File: src/dwc_pkg.sv
package dwc_pkg;

  // Default port widths, overridden from the top level
  localparam int unsigned DefaultSbrDataWidth = 8;  // Narrow beat width in bits
  localparam int unsigned DefaultMgrDataWidth = 32; // Wide word width in bits
  localparam int unsigned DefaultIdWidth      = 2;  // Four packing lanes

  // Number of narrow slots in one wide word
  function automatic int unsigned ratio(
    input int unsigned mgr_width,
    input int unsigned sbr_width
  );
    return mgr_width / sbr_width;
  endfunction

  // Width of a counter that indexes num_slots slots, never below one bit
  function automatic int unsigned slot_width(input int unsigned num_slots);
    int unsigned width;
    width = 1;
    if (num_slots > 1) begin
      width = $clog2(num_slots);
    end
    return width;
  endfunction

endpackage : dwc_pkg

File: src/dwc_collect.sv
module dwc_collect #(
  parameter int unsigned MgrDataWidth = dwc_pkg::DefaultMgrDataWidth,
  parameter int unsigned IdWidth      = dwc_pkg::DefaultIdWidth,
  parameter int unsigned NumLanes     = 2**IdWidth
) (
  input  logic                               clk_i,
  input  logic                               rst_i,
  // Lane outputs, lane k in slice k
  input  logic [NumLanes-1:0]                word_valid_i,
  input  logic [NumLanes*MgrDataWidth-1:0]   word_data_i,
  input  logic [NumLanes*MgrDataWidth/8-1:0] word_strb_i,
  input  logic [NumLanes-1:0]                word_last_i,
  // Manager side
  output logic                               mgr_valid_o,
  output logic [IdWidth-1:0]                 mgr_id_o,
  output logic [MgrDataWidth-1:0]            mgr_data_o,
  output logic [MgrDataWidth/8-1:0]          mgr_strb_o,
  output logic                               mgr_last_o
);

  localparam int unsigned MgrStrbWidth = MgrDataWidth / 8;

  logic [IdWidth-1:0]      sel_id;
  logic [MgrDataWidth-1:0] sel_data;
  logic [MgrStrbWidth-1:0] sel_strb;
  logic                    sel_last;

  // Pick the valid lane, its index becomes the output ID
  always_comb begin
    sel_id   = '0;
    sel_data = '0;
    sel_strb = '0;
    sel_last = 1'b0;
    for (int unsigned k = 0; k < NumLanes; k++) begin
      if (word_valid_i[k]) begin
        sel_id   = IdWidth'(k);
        sel_data = word_data_i[k*MgrDataWidth +: MgrDataWidth];
        sel_strb = word_strb_i[k*MgrStrbWidth +: MgrStrbWidth];
        sel_last = word_last_i[k];
      end
    end
  end

  always_ff @(posedge clk_i) begin
    if (rst_i) begin
      mgr_valid_o <= 1'b0;
    end else begin
      mgr_valid_o <= |word_valid_i;
    end
  end

  always_ff @(posedge clk_i) begin
    if (|word_valid_i) begin
      mgr_id_o   <= sel_id;
      mgr_data_o <= sel_data;
      mgr_strb_o <= sel_strb;
      mgr_last_o <= sel_last;
    end
  end

  // Lanes share one input and equal latency, so two words never meet here
  assert property (@(posedge clk_i) disable iff (rst_i) $onehot0(word_valid_i))
    else $error("dwc_collect: more than one lane emitted a word");

endmodule : dwc_collect

File: src/dwc_dispatch.sv
module dwc_dispatch #(
  parameter int unsigned SbrDataWidth = dwc_pkg::DefaultSbrDataWidth,
  parameter int unsigned IdWidth      = dwc_pkg::DefaultIdWidth,
  parameter int unsigned NumLanes     = 2**IdWidth
) (
  input  logic                    clk_i,
  input  logic                    rst_i,
  // Subordinate side
  input  logic                    sbr_valid_i,
  input  logic [IdWidth-1:0]      sbr_id_i,
  input  logic [SbrDataWidth-1:0] sbr_data_i,
  input  logic                    sbr_last_i,
  // Lane side
  output logic [NumLanes-1:0]     lane_valid_o,
  output logic [SbrDataWidth-1:0] lane_data_o,
  output logic                    lane_last_o
);

  logic [NumLanes-1:0] lane_sel; // One-hot decode of the beat ID

  always_comb begin
    lane_sel = '0;
    if (sbr_valid_i) begin
      lane_sel[sbr_id_i] = 1'b1;
    end
  end

  always_ff @(posedge clk_i) begin
    if (rst_i) begin
      lane_valid_o <= '0;
    end else begin
      lane_valid_o <= lane_sel;
    end
  end

  // Beat payload goes to all lanes and only the selected one samples it
  always_ff @(posedge clk_i) begin
    if (sbr_valid_i) begin
      lane_data_o <= sbr_data_i;
      lane_last_o <= sbr_last_i;
    end
  end

  // An ID without a lane would drop the beat silently
  assert property (@(posedge clk_i) disable iff (rst_i)
    sbr_valid_i |-> (sbr_id_i < NumLanes))
    else $error("dwc_dispatch: ID %0d has no lane", sbr_id_i);

endmodule : dwc_dispatch

File: src/dwc_upsize_lane.sv
module dwc_upsize_lane #(
  parameter int unsigned SbrDataWidth = dwc_pkg::DefaultSbrDataWidth,
  parameter int unsigned MgrDataWidth = dwc_pkg::DefaultMgrDataWidth
) (
  input  logic                      clk_i,
  input  logic                      rst_i,
  // Narrow beats from the dispatcher
  input  logic                      beat_valid_i,
  input  logic [SbrDataWidth-1:0]   beat_data_i,
  input  logic                      beat_last_i,
  // Packed wide words to the collector
  output logic                      word_valid_o,
  output logic [MgrDataWidth-1:0]   word_data_o,
  output logic [MgrDataWidth/8-1:0] word_strb_o,
  output logic                      word_last_o
);

  import dwc_pkg::*;

  localparam int unsigned Ratio        = ratio(MgrDataWidth, SbrDataWidth);
  localparam int unsigned SlotWidth    = slot_width(Ratio);
  localparam int unsigned SbrStrbWidth = SbrDataWidth / 8;
  localparam int unsigned MgrStrbWidth = MgrDataWidth / 8;

  logic [SlotWidth-1:0]    slot_q;    // Next free slot in the partial word
  logic [MgrDataWidth-1:0] word_q;
  logic [MgrStrbWidth-1:0] strb_q;
  logic [MgrDataWidth-1:0] word_next; // Partial word with the current beat placed
  logic [MgrStrbWidth-1:0] strb_next;
  logic                    word_done;

  // Place the beat at its slot and mark its bytes
  always_comb begin
    word_next = word_q;
    strb_next = strb_q;
    word_next[slot_q*SbrDataWidth +: SbrDataWidth] = beat_data_i;
    strb_next[slot_q*SbrStrbWidth +: SbrStrbWidth] = '1;
  end

  // Word goes out when the last slot is filled or the burst ends
  assign word_done = beat_valid_i && (beat_last_i || (slot_q == SlotWidth'(Ratio - 1)));

  always_ff @(posedge clk_i) begin
    if (rst_i) begin
      slot_q       <= '0;
      word_q       <= '0;
      strb_q       <= '0;
      word_valid_o <= 1'b0;
    end else begin
      word_valid_o <= word_done;
      if (word_done) begin
        slot_q <= '0; // Restart with an empty word
        word_q <= '0;
        strb_q <= '0;
      end else if (beat_valid_i) begin
        slot_q <= slot_q + 1'b1;
        word_q <= word_next;
        strb_q <= strb_next;
      end
    end
  end

  // Output word register
  always_ff @(posedge clk_i) begin
    if (word_done) begin
      word_data_o <= word_next;
      word_strb_o <= strb_next;
      word_last_o <= beat_last_i;
    end
  end

  // Width relations the slot arithmetic depends on
  initial begin
    assert (MgrDataWidth % SbrDataWidth == 0)
      else $fatal(1, "dwc_upsize_lane: %0d is not a multiple of %0d",
                  MgrDataWidth, SbrDataWidth);
    assert (SbrDataWidth % 8 == 0)
      else $fatal(1, "dwc_upsize_lane: beat width %0d is not whole bytes", SbrDataWidth);
  end

endmodule : dwc_upsize_lane

File: src/dwc_upsizer.sv
module dwc_upsizer #(
  parameter int unsigned SbrDataWidth = dwc_pkg::DefaultSbrDataWidth,
  parameter int unsigned MgrDataWidth = dwc_pkg::DefaultMgrDataWidth,
  parameter int unsigned IdWidth      = dwc_pkg::DefaultIdWidth
) (
  input  logic                      clk_i,
  input  logic                      rst_i,
  // Subordinate port, narrow beats
  input  logic                      sbr_valid_i,
  input  logic [IdWidth-1:0]        sbr_id_i,
  input  logic [SbrDataWidth-1:0]   sbr_data_i,
  input  logic                      sbr_last_i,
  // Manager port, packed words
  output logic                      mgr_valid_o,
  output logic [IdWidth-1:0]        mgr_id_o,
  output logic [MgrDataWidth-1:0]   mgr_data_o,
  output logic [MgrDataWidth/8-1:0] mgr_strb_o,
  output logic                      mgr_last_o
);

  localparam int unsigned NumLanes     = 2**IdWidth; // One lane per ID
  localparam int unsigned MgrStrbWidth = MgrDataWidth / 8;

  logic [NumLanes-1:0]              lane_valid;
  logic [SbrDataWidth-1:0]          lane_data;
  logic                             lane_last;
  logic [NumLanes-1:0]              word_valid;
  logic [NumLanes*MgrDataWidth-1:0] word_data;
  logic [NumLanes*MgrStrbWidth-1:0] word_strb;
  logic [NumLanes-1:0]              word_last;

  dwc_dispatch #(
    .SbrDataWidth (SbrDataWidth),
    .IdWidth      (IdWidth     ),
    .NumLanes     (NumLanes    )
  ) i_dispatch (
    .clk_i        (clk_i      ),
    .rst_i        (rst_i      ),
    .sbr_valid_i  (sbr_valid_i),
    .sbr_id_i     (sbr_id_i   ),
    .sbr_data_i   (sbr_data_i ),
    .sbr_last_i   (sbr_last_i ),
    .lane_valid_o (lane_valid ),
    .lane_data_o  (lane_data  ),
    .lane_last_o  (lane_last  )
  );

  for (genvar k = 0; k < NumLanes; k++) begin : gen_lane
    dwc_upsize_lane #(
      .SbrDataWidth (SbrDataWidth),
      .MgrDataWidth (MgrDataWidth)
    ) i_lane (
      .clk_i        (clk_i                                      ),
      .rst_i        (rst_i                                      ),
      .beat_valid_i (lane_valid[k]                              ),
      .beat_data_i  (lane_data                                  ),
      .beat_last_i  (lane_last                                  ),
      .word_valid_o (word_valid[k]                              ),
      .word_data_o  (word_data[k*MgrDataWidth +: MgrDataWidth]  ),
      .word_strb_o  (word_strb[k*MgrStrbWidth +: MgrStrbWidth]  ),
      .word_last_o  (word_last[k]                               )
    );
  end : gen_lane

  dwc_collect #(
    .MgrDataWidth (MgrDataWidth),
    .IdWidth      (IdWidth     ),
    .NumLanes     (NumLanes    )
  ) i_collect (
    .clk_i        (clk_i      ),
    .rst_i        (rst_i      ),
    .word_valid_i (word_valid ),
    .word_data_i  (word_data  ),
    .word_strb_i  (word_strb  ),
    .word_last_i  (word_last  ),
    .mgr_valid_o  (mgr_valid_o),
    .mgr_id_o     (mgr_id_o   ),
    .mgr_data_o   (mgr_data_o ),
    .mgr_strb_o   (mgr_strb_o ),
    .mgr_last_o   (mgr_last_o )
  );

endmodule : dwc_upsizer

File: config.mk
export PLATFORM = sky130hd
export DESIGN_NAME = dwc_upsizer
export DESIGN_NICKNAME = d
export VERILOG_FILES = /design/src/dwc_pkg.sv /design/src/dwc_collect.sv /design/src/dwc_dispatch.sv /design/src/dwc_upsize_lane.sv /design/src/dwc_upsizer.sv
export SDC_FILE = /design/constraint.sdc
export NUM_CORES = 1
export LEC_CHECK = 0
export BUFFER_PORTS_ARGS = -buffer_cell sky130_fd_sc_hd__buf_4
export CAP_MARGIN = 25
export CELL_PAD_IN_SITES_DETAIL_PLACEMENT = 1
export CELL_PAD_IN_SITES_GLOBAL_PLACEMENT = 2
export CORE_MARGIN = 1.5
export CORE_UTILIZATION = 40
export CTS_CLUSTER_DIAMETER = 200
export CTS_CLUSTER_SIZE = 10
export DETAILED_ROUTE_END_ITERATION = 16
export PLACE_DENSITY = 0.81
export SETUP_SLACK_MARGIN = 0.15
export SLEW_MARGIN = 20
export SYNTH_ARGS = -nofsm -noshare
export SYNTH_HDL_FRONTEND = slang
export SYNTH_HIERARCHICAL = 1
export SYNTH_SLANG_ARGS = --single-unit
File: constraint.sdc
create_clock -name clk_i -period 2.4 [get_ports clk_i]
set_input_delay 0.24 -clock clk_i [delete_from_list [all_inputs] [get_ports clk_i]]
set_output_delay 0.24 -clock clk_i [all_outputs]
set_load 0.05 [all_outputs]
After elaboration in Yosys (flattened, before gate mapping)
Index checks and enable logic that the tools add are counted.
{"block": "classes", "shift": 16, "magnitude_cmp": 2, "bitwise": 1, "reduce_logical": 16, "eq_ne": 4, "n_addsub": 12, "mux": 24}
{"cell": "negation 2 -> 34 bit", "n": 4}
{"cell": "negation 5 -> 34 bit", "n": 4}
{"cell": "variable shift 1 x 34 -> 4 bit (first input constant)", "n": 4}
{"cell": "variable shift 8 x 34 -> 32 bit (first input constant)", "n": 4}
{"cell": "variable part select 1 x 34 -> 4 bit (first input constant)", "n": 4}
{"cell": "variable part select 8 x 34 -> 32 bit", "n": 4}
{"cell": "bitwise mux 32 bit", "n": 4}
{"cell": "two-way mux 32 bit", "n": 4}
{"cell": "bitwise mux 4 bit", "n": 4}
{"cell": "two-way mux 4 bit", "n": 4}
{"cell": "OR reduction 2 bit", "n": 6}
{"cell": "adder 2 x 1 -> 2 bit (second input constant)", "n": 4}
{"cell": "equality test 2 bit (second input constant)", "n": 4}
{"cell": "two-way mux 1 bit", "n": 7}
{"cell": "logical AND 1 bit", "n": 5}
{"cell": "logical OR 1 bit", "n": 4}
{"cell": "OR reduction 4 bit", "n": 1}
{"cell": "< comparator 2 x 3 -> 1 bit (second input constant)", "n": 1}
{"cell": "demux 1 bit (select 2 bit)", "n": 1}
{"cell": ">= comparator 2 x 1 -> 1 bit (second input constant)", "n": 1}
{"cell": "NOT 1 bit", "n": 1}
{"block": "totals", "regBits": 357, "out_inout_bits": 40}

Longest topological paths before layout
Gate-level depths: netlist (run 1).
{"block": "logic_depth", "word_depth": 4, "mapped_depth": 7, "depth_no_buf": 5}

Cells and area by module
The synthesis (run 1) kept the hierarchy.
{"module": "dwc_upsize_lane", "area_each_um2": 3086.7, "n_inst": 4, "cells_per_inst": 271}
{"module": "dwc_collect", "area_each_um2": 2194.6, "n_inst": 1, "cells_per_inst": 181}
{"module": "dwc_dispatch", "area_each_um2": 400.4, "n_inst": 1, "cells_per_inst": 17}

Worst setup path before layout (run 1)
Ideal clock, no wire load.
{"block": "synth_timing", "path_kind": "reg-to-reg", "start": "register gen_lane[0].i_lane.slot_q[0]", "end": "register gen_lane[0].i_lane.word_data_o[0], enable pin", "required_ns": 2.008, "n_path_buf": 0, "setup_slack_ns": 0.462, "stages_incl_launch_ff": 4, "t_arrival_ns": 1.546, "path_cell_list": "dfxtp_1 > ha_1 > o21ai_0 > inv_1"}
{"block": "synth_between", "elab_chain_len": 3}
{"item": "from (decl)", "line": "dwc_upsize_lane.sv:25", "source": "logic [SlotWidth-1:0] slot_q;"}
{"item": "from (signal assigned)", "line": "dwc_upsize_lane.sv:56", "source": "slot_q <= slot_q + 1'b1;"}
{"item": "equality test 2 bit", "line": "dwc_upsize_lane.sv:41", "source": "assign word_done = beat_valid_i && (beat_last_i || (slot_q == SlotWidth'(Ratio - 1)));"}
{"item": "logical OR 1 bit", "line": "dwc_upsize_lane.sv:41"}
{"item": "logical AND 1 bit", "line": "dwc_upsize_lane.sv:41"}
{"item": "net gen_lane[0].i_lane.word_done", "line": "dwc_upsize_lane.sv:30", "source": "logic word_done;"}
{"item": "to (signal assigned)", "line": "dwc_upsize_lane.sv:66", "source": "word_data_o <= word_next;"}
{"item": "to (decl)", "line": "dwc_upsize_lane.sv:13", "source": "output logic [MgrDataWidth-1:0] word_data_o,"}
The timed path passes the listed nets, and every way through them passes these cells.
A chain may end at the register's enable or synchronous reset.

Worst setup path after layout (run 1)
{"block": "layout_timing", "start": "register gen_lane[1].i_lane.slot_q[0]", "end": "register gen_lane[1].i_lane.word_data_o[16] (data pin)"}
{"block": "layout_between", "elab_chain_len": 3, "elab_cells_between_ends": 4}
{"item": "from (decl)", "line": "dwc_upsize_lane.sv:25"}
{"item": "from (signal assigned)", "line": "dwc_upsize_lane.sv:56"}
{"item": "negation 5 -> 34 bit *", "line": "dwc_upsize_lane.sv:36", "source": "word_next[slot_q*SbrDataWidth +: SbrDataWidth] = beat_data_i;"}
{"item": "variable part select 8 x 34 -> 32 bit / variable shift 8 x 34 -> 32 bit (equally long branches)", "line": "dwc_upsize_lane.sv:36"}
{"item": "bitwise mux 32 bit *", "line": "dwc_upsize_lane.sv:36"}
{"item": "net gen_lane[1].i_lane.word_next[16]", "line": "dwc_upsize_lane.sv:28", "source": "logic [MgrDataWidth-1:0] word_next;"}
{"item": "to (signal assigned)", "line": "dwc_upsize_lane.sv:66"}
{"item": "to (decl)", "line": "dwc_upsize_lane.sv:13"}
Mark *: on every way through the listed nets, which the timed path passes. The rest lies on a longest branch.

==> results of run 1 <==
-- stage by stage --
step           cell area, µm²   util
4_1_cts                 16900  0.462
3_3_place_gp            15600  0.426
2_1_floorplan           14900      -
3_5_place_dp            15600  0.426
6_report                16900  0.462
5_1_grt                 16900  0.462
-- cell families after synthesis --
kind of cell | count (synthesis) | synth area share
flops | 357 | 0.610
compound gates | 351 | 0.189
simple gates | 332 | 0.103
buf+inv | 218 | 0.0793
fa+ha+maj | 20 | 0.0167
xor+xnor | 4 | 0.00234
-- layout by cell type, fill, tap and decap left out, types with 16 or more instances in the layout --
cell type | netlist | final
a221oi_1 | 16 | 16
clkbuf_1 | 22 | 28
ha_1 | 20 | 20
o21ai_0 | 69 | 69
buf_4 | 33 | 92
dfxtp_1 | 161 | 160
a21oi_1 | 18 | 18
nand2_1 | 80 | 80
a221oi_2 | 20 | 20
or2_2 | 16 | 17
o22ai_1 | 36 | 36
a22o_1 | 32 | 32
a22o_2 | 32 | 32
nor2_1 | 192 | 192
clkbuf_16 | 0 | 43
inv_1 | 94 | 94
a32oi_1 | 128 | 128
edfxtp_1 | 196 | 196
-- where the power goes --
part | internal [µW] | switching (µW) | leakage, µW
Sequential | 6520 | 49.1 | 0.00305
Clock | 3320 | 2360 | 0.000571
Combinational | 192 | 523 | 0.00214
-- flip-flops by register name, summed over array words and instances, names as in the netlist --
register                      flops
i_collect/mgr_data_o             32
gen_lane.i_lane/word_strb_o      16
gen_lane.i_lane/word_last_o       4
gen_lane.i_lane/word_q          128
gen_lane.i_lane/strb_q           16
i_collect/mgr_valid_o             1
i_collect/mgr_last_o              1
i_collect/mgr_id_o                2
i_dispatch/lane_data_o            8
i_collect/mgr_strb_o              4
i_dispatch/lane_last_o            1
gen_lane.i_lane/word_data_o     128
gen_lane.i_lane/word_valid_o      4
gen_lane.i_lane/slot_q            8
i_dispatch/lane_valid_o           4
-- metal layers --
metal	part of all wire	track usage	vias to the layer above	wire, µm
met2	0.48	0.365	279	20300
met1	0.44	0.288	5351	18300
met3	0.050	0.0351	79	2110
li1	-	-	4788	-
met5	0	0	-	0
met4	0.029	0.0729	0	1210
-- layout make-up --
type | instances | area [µm²] | area share
Inverter | 94 | 353 | 0.0208
Sequential cell | 357 | 9110 | 0.538
Tap cell | 468 | 586 | 0.0346
Clock buffer | 71 | 1180 | 0.0697
Timing Repair Buffer | 114 | 1010 | 0.0597
Clock inverter | 2 | 13.8 | 0.000812
Multi-Input combinational cell | 707 | 4690 | 0.277
-- final timing paths --
| kind | startpoint | endpoint | slack (ps) | cells after the start |
|---|---|---|---|---|
| worst max-delay path | gen_lane[1].i_lane/slot_q[0] | gen_lane[1].i_lane/word_data_o[16] | 300 | 5 |
| worst min-delay path | sbr_valid_i | i_dispatch/lane_data_o[7] | 30 | 1 |
| worst max register to register | gen_lane[1].i_lane/slot_q[0] | gen_lane[1].i_lane/word_data_o[16] | 300 | 5 |
| worst min register to register | gen_lane[3].i_lane/strb_q[3] | gen_lane[3].i_lane/strb_q[3] | 420 | 2 |
-- repair_timing --
action,in CTS,in global routing
setup buffers,0,0
gates resized for setup,0,3
setup endpoints to repair,0,18
hold buffers,12,0
endpoints found under the hold margin,13,0
==> impl_metrics.tcl, run 1 <==
set metrics [dict create \
    status "finished, final reports clean" \
    num-fill-cells 3850 \
    synthArstFlopShare 0 \
    drc 0 \
    hold_viol_final 0 \
    period_minus_slack_ps 2100 \
    synth.top_cell.area_share 0.394 \
    synthCells 1282 \
    grt_usage 0.218 \
    crit_fanout 15 \
    p_per_area_nw_per_um2 765 \
    instances_no_fill 1813 \
    grt_pass1_vias 10751 \
    drtIter0Drc 781 \
    drive_above_1_share 0.176 \
    synth-edff-count 196 \
    drv_slew 0 \
    synth_most_common_cell "edfxtp_1" \
    cpPeakStageDelay_ps 500 \
    overflow 0 \
    path_buf_inv 1 \
    clk_pin_slew_ps 60 \
    hp-class "input port to register" \
    syn_area_per_cell_um2 11.7 \
    cp_slowest_cell "dfxtp_1" \
    cts_buffers 41 \
    hpwl_mm 26.1 \
    path_class "register to register" \
    leakage_uw 0.00576 \
    grt_max_degree 39 \
    routedWlPerCell_um 23.1 \
    dp_cells 1728 \
    ys_top_cells_by_count "196 x edfxtp_1, 192 x nor2_1, 161 x dfxtp_1" \
    nets 1349 \
    ios 54 \
    peakVddDrop_mv 0.415 \
    fmax_mhz 477 \
    synthTopCellsByArea "edfxtp_1 39%, dfxtp_1 22%, a32oi_1 7.5%" \
    ant_nets 0 \
    min_period_over_period 0.874 \
    synth_seq_cells 357 \
    required_ps 2810 \
    worst_slew_pin_slew_ps 739 \
    p_total_uw 13000 \
    viasPerCell 5.79 \
    cts-root-buf "clkbuf_16" \
    clockBufferDepth 3 \
    finClkSkew_ps 19.9 \
    n_antenna_cell 0 \
    drt-total-wl_mm 41.9 \
    cp-end-kind "register" \
    numClockSinks 357 \
    crit_family "simple AND/OR/NAND/NOR gates" \
    cp.arrival_ps 2510 \
    setup_viol 0 \
    crit_path_start_kind "register" \
    maxSlewHeadroom 0.507 \
    grt_pass1_wl_mm 64.1 \
    h-tree-depth 2 \
    vias 10497 \
    clk_latency_ps 530 \
    die_h_um 196 \
    setup_tns_ps 0 \
    crit_chain "inv_1, ha_1, nor4b_4, and2_1, a22o_2" \
    synth_area_um2 14900 \
    rows 70 \
    synth_warnings 6 \
    yosysSeqAreaShare 0.610 \
    whs_ps 31.2 \
    synth_area_leader_cell "edfxtp_1" \
    place_ws_ps 244 \
    fp.dieW_um 196 \
    synth_nets 1316 \
    worst_slack_ps 302 \
    port_buffers 53 \
    cts_tree "built" \
    initial_utilization 0.407 \
    syn_to_final_growth_pct 13.4 \
    synth_cell_types 35 \
    synth-main-ff-cell "edfxtp_1" \
    dieArea_um2 38500 \
    gp_congestion 0.757 \
    drt_pre_antenna_iters 5 \
    antenna_found_initial 0 \
    rsz0062_at_grt "no" \
    drv_cap 0 \
    core_um2 36700 \
]
(Power assumes the default switching activity.)
==> inputs of run 2 (changes only) <==
--- a/config.mk
+++ b/config.mk
@@ -9,13 +9,14 @@
 export CAP_MARGIN = 25
 export CELL_PAD_IN_SITES_DETAIL_PLACEMENT = 1
 export CELL_PAD_IN_SITES_GLOBAL_PLACEMENT = 2
+export CORE_ASPECT_RATIO = 0.6
 export CORE_MARGIN = 1.5
 export CORE_UTILIZATION = 40
-export CTS_CLUSTER_DIAMETER = 200
 export CTS_CLUSTER_SIZE = 10
 export DETAILED_ROUTE_END_ITERATION = 16
 export PLACE_DENSITY = 0.81
 export SETUP_SLACK_MARGIN = 0.15
+export SKIP_CTS_REPAIR_TIMING = 1
 export SLEW_MARGIN = 20
 export SYNTH_ARGS = -nofsm -noshare
 export SYNTH_HDL_FRONTEND = slang
==> impl_metrics.tcl, run 2 (synthesis results as in run 1) <==
set metrics [dict create \
    drive_above_1_share 0.179 \
    overflow 0 \
    cp.arrival_ps 2410 \
    antenna_found_initial 1 \
    initial_utilization 0.409 \
    clk_latency_ps 540 \
    rows 54 \
    drt_pre_antenna_iters 5 \
    place_ws_ps 205 \
    crit_family "simple AND/OR/NAND/NOR gates" \
    dieArea_um2 38600 \
    die_h_um 153 \
    hold_viol_final 0 \
    clk_pin_slew_ps 60 \
    layout_commonest_cell "edfxtp_1" \
    status "finished, final reports clean" \
    hold_path_depth 2 \
    worst_r2r_path_depth 5 \
    path_buf_inv 1 \
    timing.rr.start "gen_lane[1].i_lane/slot_q[0]" \
    drc 0 \
    num-fill-cells 3825 \
    setup_tns_ps 0 \
    routedWlPerCell_um 23.6 \
    worst_slack_ps 273 \
    cts_tree "built" \
    port_buffers 53 \
    worst_slew_pin_slew_ps 698 \
    min_period_over_period 0.886 \
    cp-end-kind "register" \
    setup_viol 0 \
    whs_ps 38.5 \
    fmax_mhz 470 \
    viasPerCell 5.70 \
    hp-class "input port to register" \
    required_ps 2680 \
    cp_slowest_cell "ha_1" \
    ios 54 \
    maxSlewHeadroom 0.534 \
    hpwl_mm 27.9 \
    gp_congestion 0.771 \
    numClockSinks 357 \
    h-tree-depth 2 \
    grt_max_degree 40 \
    period_minus_slack_ps 2130 \
    finClkSkew_ps 13.6 \
    crit_chain "inv_1, ha_1, and3b_1, and2_1, a22o_1" \
    drtIter0Drc 1025 \
    p_total_uw 13100 \
    most-common-layout-cells "196 x edfxtp_1, 192 x nor2_1, 157 x dfxtp_1" \
    top_regs "gen_lane.i_lane/word_data_o: 128 flops, gen_lane.i_lane/word_q: 128 flops, i_collect/mgr_data_o: 32 flops" \
    crit_path_start_kind "register" \
    fp.dieW_um 253 \
    cpPeakStageDelay_ps 520 \
    whs_endpoint "i_dispatch/lane_valid_o[3]" \
    r2r_slack_ps 270 \
    drv_slew 0 \
    vias 10573 \
    drt-total-wl_mm 43.8 \
    grt_pass1_wl_mm 66.2 \
    peakVddDrop_mv 0.424 \
    core_um2 36600 \
    rsz0062_at_grt "no" \
    leakage_uw 0.00578 \
    drv_cap 0 \
    path_class "register to register" \
    grt_usage 0.227 \
    min-delay-start "sbr_id_i[1]" \
    r2r_end "gen_lane[1].i_lane/word_data_o[9]" \
    grt_pass1_vias 10610 \
    syn_to_final_growth_pct 13.8 \
    cts-root-buf "clkbuf_16" \
    crit_fanout 15 \
    clockBufferDepth 3 \
    p_per_area_nw_per_um2 768 \
    nets 1351 \
    cts_buffers 41 \
    ant_nets 0 \
]
## run 2: changes by cell type in the layout (fill, tap and decap cells not counted), sizes merged
| cell | change |
|---|---|
| clkinv | -1 |
| clkbuf | +4 |
| buf | +3 |
| diode | +1 |
| dlygate4sd3 | -1 |
## run 2: cell type report
type                            count  area (µm²)  share of cell area
Antenna cell                        1        2.50            0.000147
Sequential cell                   357        9110               0.536
Clock buffer                       75        1200              0.0703
Inverter                           94         353              0.0208
Tap cell                          504         631              0.0371
Multi-Input combinational cell    707        4690               0.276
Clock inverter                      1        8.76            0.000515
Timing Repair Buffer              116        1010              0.0595
## run 2: worst reg2reg max path: cells and delay by family (launching register included)
family / cells / cell delay (ps)
flops: 1 / 400
buf+inv: 1 / 150
fa+ha+maj: 1 / 520
simple gates: 2 / 530
compound gates: 1 / 260
## run 2: worst max path at each step
stage | slack (ps) | to | cells past startpoint | from
2_1_floorplan | 460 | gen_lane[0].i_lane/word_data_o[0] | 3 | gen_lane[0].i_lane/slot_q[0]
3_3_place_gp | 250 | gen_lane[2].i_lane/word_data_o[1] | 5 | gen_lane[2].i_lane/slot_q[0]
3_5_place_dp | 200 | gen_lane[2].i_lane/word_data_o[1] | 5 | gen_lane[2].i_lane/slot_q[0]
4_1_cts | 180 | gen_lane[2].i_lane/word_data_o[1] | 5 | gen_lane[2].i_lane/slot_q[0]
5_1_grt | 160 | gen_lane[1].i_lane/word_data_o[9] | 5 | gen_lane[1].i_lane/slot_q[0]
6_report | 270 | gen_lane[1].i_lane/word_data_o[9] | 5 | gen_lane[1].i_lane/slot_q[0]
## run 2: routing by layer
metal  up-vias  share of wire  GRT usage
li1       4797              -          -
met3        54          0.081     0.0441
met4         0          0.015     0.0490
met5         -              0          0
met2       360           0.42      0.324
met1      5362           0.49      0.352
## run 2: where the power goes
part           total [µW]  switching, µW  leakage [µW]  internal, µW
combinational         733            543       0.00215           190
clock                5770           2420      0.000572          3340
sequential           6570           49.9       0.00305          6520
total               13100           3020       0.00578         10100
## run 2: stage by stage
stage | cells | area [µm²] | utilization
final | 1855 | 17000 | 0.465
after floorplan | 1282 | 14900 | -
after global placement | 1767 | 15700 | 0.429
after detailed placement | 1767 | 15700 | 0.429
after CTS | 1843 | 16900 | 0.462
after global routing | 1854 | 17000 | 0.465
==> inputs of run 3 (changes only) <==
--- a/config.mk
+++ b/config.mk
@@ -11,10 +11,12 @@
 export CELL_PAD_IN_SITES_GLOBAL_PLACEMENT = 2
 export CORE_ASPECT_RATIO = 0.6
 export CORE_MARGIN = 1.5
-export CORE_UTILIZATION = 40
+export CORE_UTILIZATION = 30
 export CTS_CLUSTER_SIZE = 10
 export DETAILED_ROUTE_END_ITERATION = 16
-export PLACE_DENSITY = 0.81
+export HOLD_SLACK_MARGIN = 0.08
+export PLACE_DENSITY = 0.65
+export RECOVER_POWER = 100
 export SETUP_SLACK_MARGIN = 0.15
 export SKIP_CTS_REPAIR_TIMING = 1
 export SLEW_MARGIN = 20
==> impl_metrics.tcl, run 3 (synthesis results as in run 1) <==
set metrics [dict create \
    status "finished, final reports clean" \
    drt-total-wl_mm 45.9 \
    dieArea_um2 51200 \
    multi_input_area_um2 4600 \
    n_antenna_cell 0 \
    cp.arrival_ps 2540 \
    clock_power_share 0.445 \
    overflow 0 \
    required_ps 2730 \
    worst_slew_pin_slew_ps 906 \
    port_buffers 53 \
    drive_above_1_share 0.133 \
    numClockSinks 357 \
    path_class "register to register" \
    cpPeakStageDelay_ps 570 \
    viasPerCell 5.23 \
    rsz0062_at_grt "no" \
    top_regs "gen_lane.i_lane/word_data_o: 128 flops, gen_lane.i_lane/word_q: 128 flops, i_collect/mgr_data_o: 32 flops" \
    setup_tns_ps 0 \
    r2r_end "i_collect/mgr_data_o[5]" \
    regArea_um2 9110 \
    p_seq_frac 0.500 \
    hold_viol_final 0 \
    crit_family "buffers and inverters" \
    ios 54 \
    ant_nets 0 \
    vias 10537 \
    hold_path_depth 2 \
    setup_viol 0 \
    p_int_uw 10100 \
    min-delay-start "sbr_data_i[2]" \
    cts-root-buf "clkbuf_16" \
    combPwrFrac 0.055 \
    core_um2 49300 \
    drc 0 \
    power.net_switching_uw 3090 \
    num-fill-cells 5305 \
    cp-end-kind "register" \
    grt_pass1_wl_mm 68.5 \
    grt_max_degree 39 \
    timing.rr.start "gen_lane[3].i_lane/word_valid_o" \
    p_total_uw 13100 \
    drt_pre_antenna_iters 5 \
    h-tree-depth 2 \
    sw_frac_of_total 0.235 \
    drv_slew 0 \
    die_h_um 176 \
    maxSlewHeadroom 0.396 \
    crit_path_start_kind "register" \
    drtIter0Drc 782 \
    r2r_slack_ps 190 \
    gp_congestion 0.743 \
    hp-class "input port to register" \
    layout_commonest_cell "edfxtp_1" \
    syn_to_final_growth_pct 13.5 \
    worst_r2r_path_depth 4 \
    p_per_area_nw_per_um2 775 \
    crit_fanout 18 \
    min_period_over_period 0.919 \
    fp.dieW_um 291 \
    clk_pin_slew_ps 60 \
    period_minus_slack_ps 2210 \
    drv_cap 0 \
    routedWlPerCell_um 22.8 \
    grt_pass1_vias 10519 \
    clockBufferDepth 3 \
    cts_tree "built" \
    final_core_utilization 0.344 \
    nets 1366 \
    leakage_uw 0.00561 \
    cp_slowest_cell "inv_1" \
    antenna_found_initial 2 \
    initial_utilization 0.303 \
    peakVddDrop_mv 0.456 \
    cts_buffers 41 \
    fmax_mhz 453 \
    whs_ps 427 \
    path_buf_inv 2 \
    whs_endpoint "i_dispatch/lane_data_o[2]" \
    crit_chain "inv_1, clkbuf_1, o22ai_1, nor2_1" \
    grt_usage 0.177 \
    hpwl_mm 30.1 \
    most-common-layout-cells "196 x edfxtp_1, 192 x nor2_1, 160 x dfxtp_1" \
    clk_latency_ps 540 \
    finClkSkew_ps 13.1 \
    rows 63 \
]
[run 3: cell count changes in the layout (fill, tap and decap cells not counted), sizes merged]
| cell | before | now |
|---|---|---|
| clkbuf | 75 | 152 |
| diode | 1 | 0 |
| dlygate4sd3 | 11 | 14 |
| buf | 105 | 39 |
[run 3: worst max-delay path by stage]
stage	cells past startpoint	endpoint	startpoint	slack (ps)
after detailed placement	6	gen_lane[3].i_lane/word_data_o[29]	gen_lane[3].i_lane/slot_q[0]	370
after global routing	6	gen_lane[0].i_lane/word_data_o[18]	gen_lane[0].i_lane/slot_q[1]	100
final	4	i_collect/mgr_data_o[5]	gen_lane[3].i_lane/word_valid_o	190
after floorplan	3	gen_lane[0].i_lane/word_data_o[0]	gen_lane[0].i_lane/slot_q[0]	460
after CTS	6	gen_lane[3].i_lane/word_data_o[24]	gen_lane[3].i_lane/slot_q[0]	350
after global placement	6	gen_lane[3].i_lane/word_data_o[26]	gen_lane[3].i_lane/slot_q[0]	370
[run 3: metal layers]
| layer | vias to the layer above | part of all wire | track usage |
|---|---|---|---|
| li1 | 4829 | - | - |
| met1 | 5402 | 0.52 | 0.275 |
| met2 | 248 | 0.41 | 0.254 |
| met3 | 58 | 0.047 | 0.0281 |
| met4 | 0 | 0.019 | 0.0410 |
| met5 | - | 0 | 0 |
[run 3: layout make-up]
class,instances,area share
Sequential cell,357,0.537
Multi-Input combinational cell,707,0.271
Clock buffer,74,0.0709
Timing Repair Buffer,131,0.0514
Tap cell,650,0.0480
Inverter,94,0.0208
Clock inverter,1,0.000516
[run 3: through the flow]
stage / instances / setup slack (ps) / area [µm²]
final: 2014 / 194 / 17000
after global routing: 2014 / 95.9 / 17000
after CTS: 2000 / 354 / 17200
after detailed placement: 1925 / 366 / 16000
after global placement: 1925 / 369 / 16000
after floorplan: 1282 / 462 / 14900
[run 3: power by group through the flow]
stage               sequential (µW)  combinational (µW)  clock (µW)
finish                         6570                 722        5850
global route                   6580                 777        6240
CTS                            6570                 745        6010
detailed placement             6700                 742           0
global placement               6700                 731           0
floorplan                      6740                 413           0
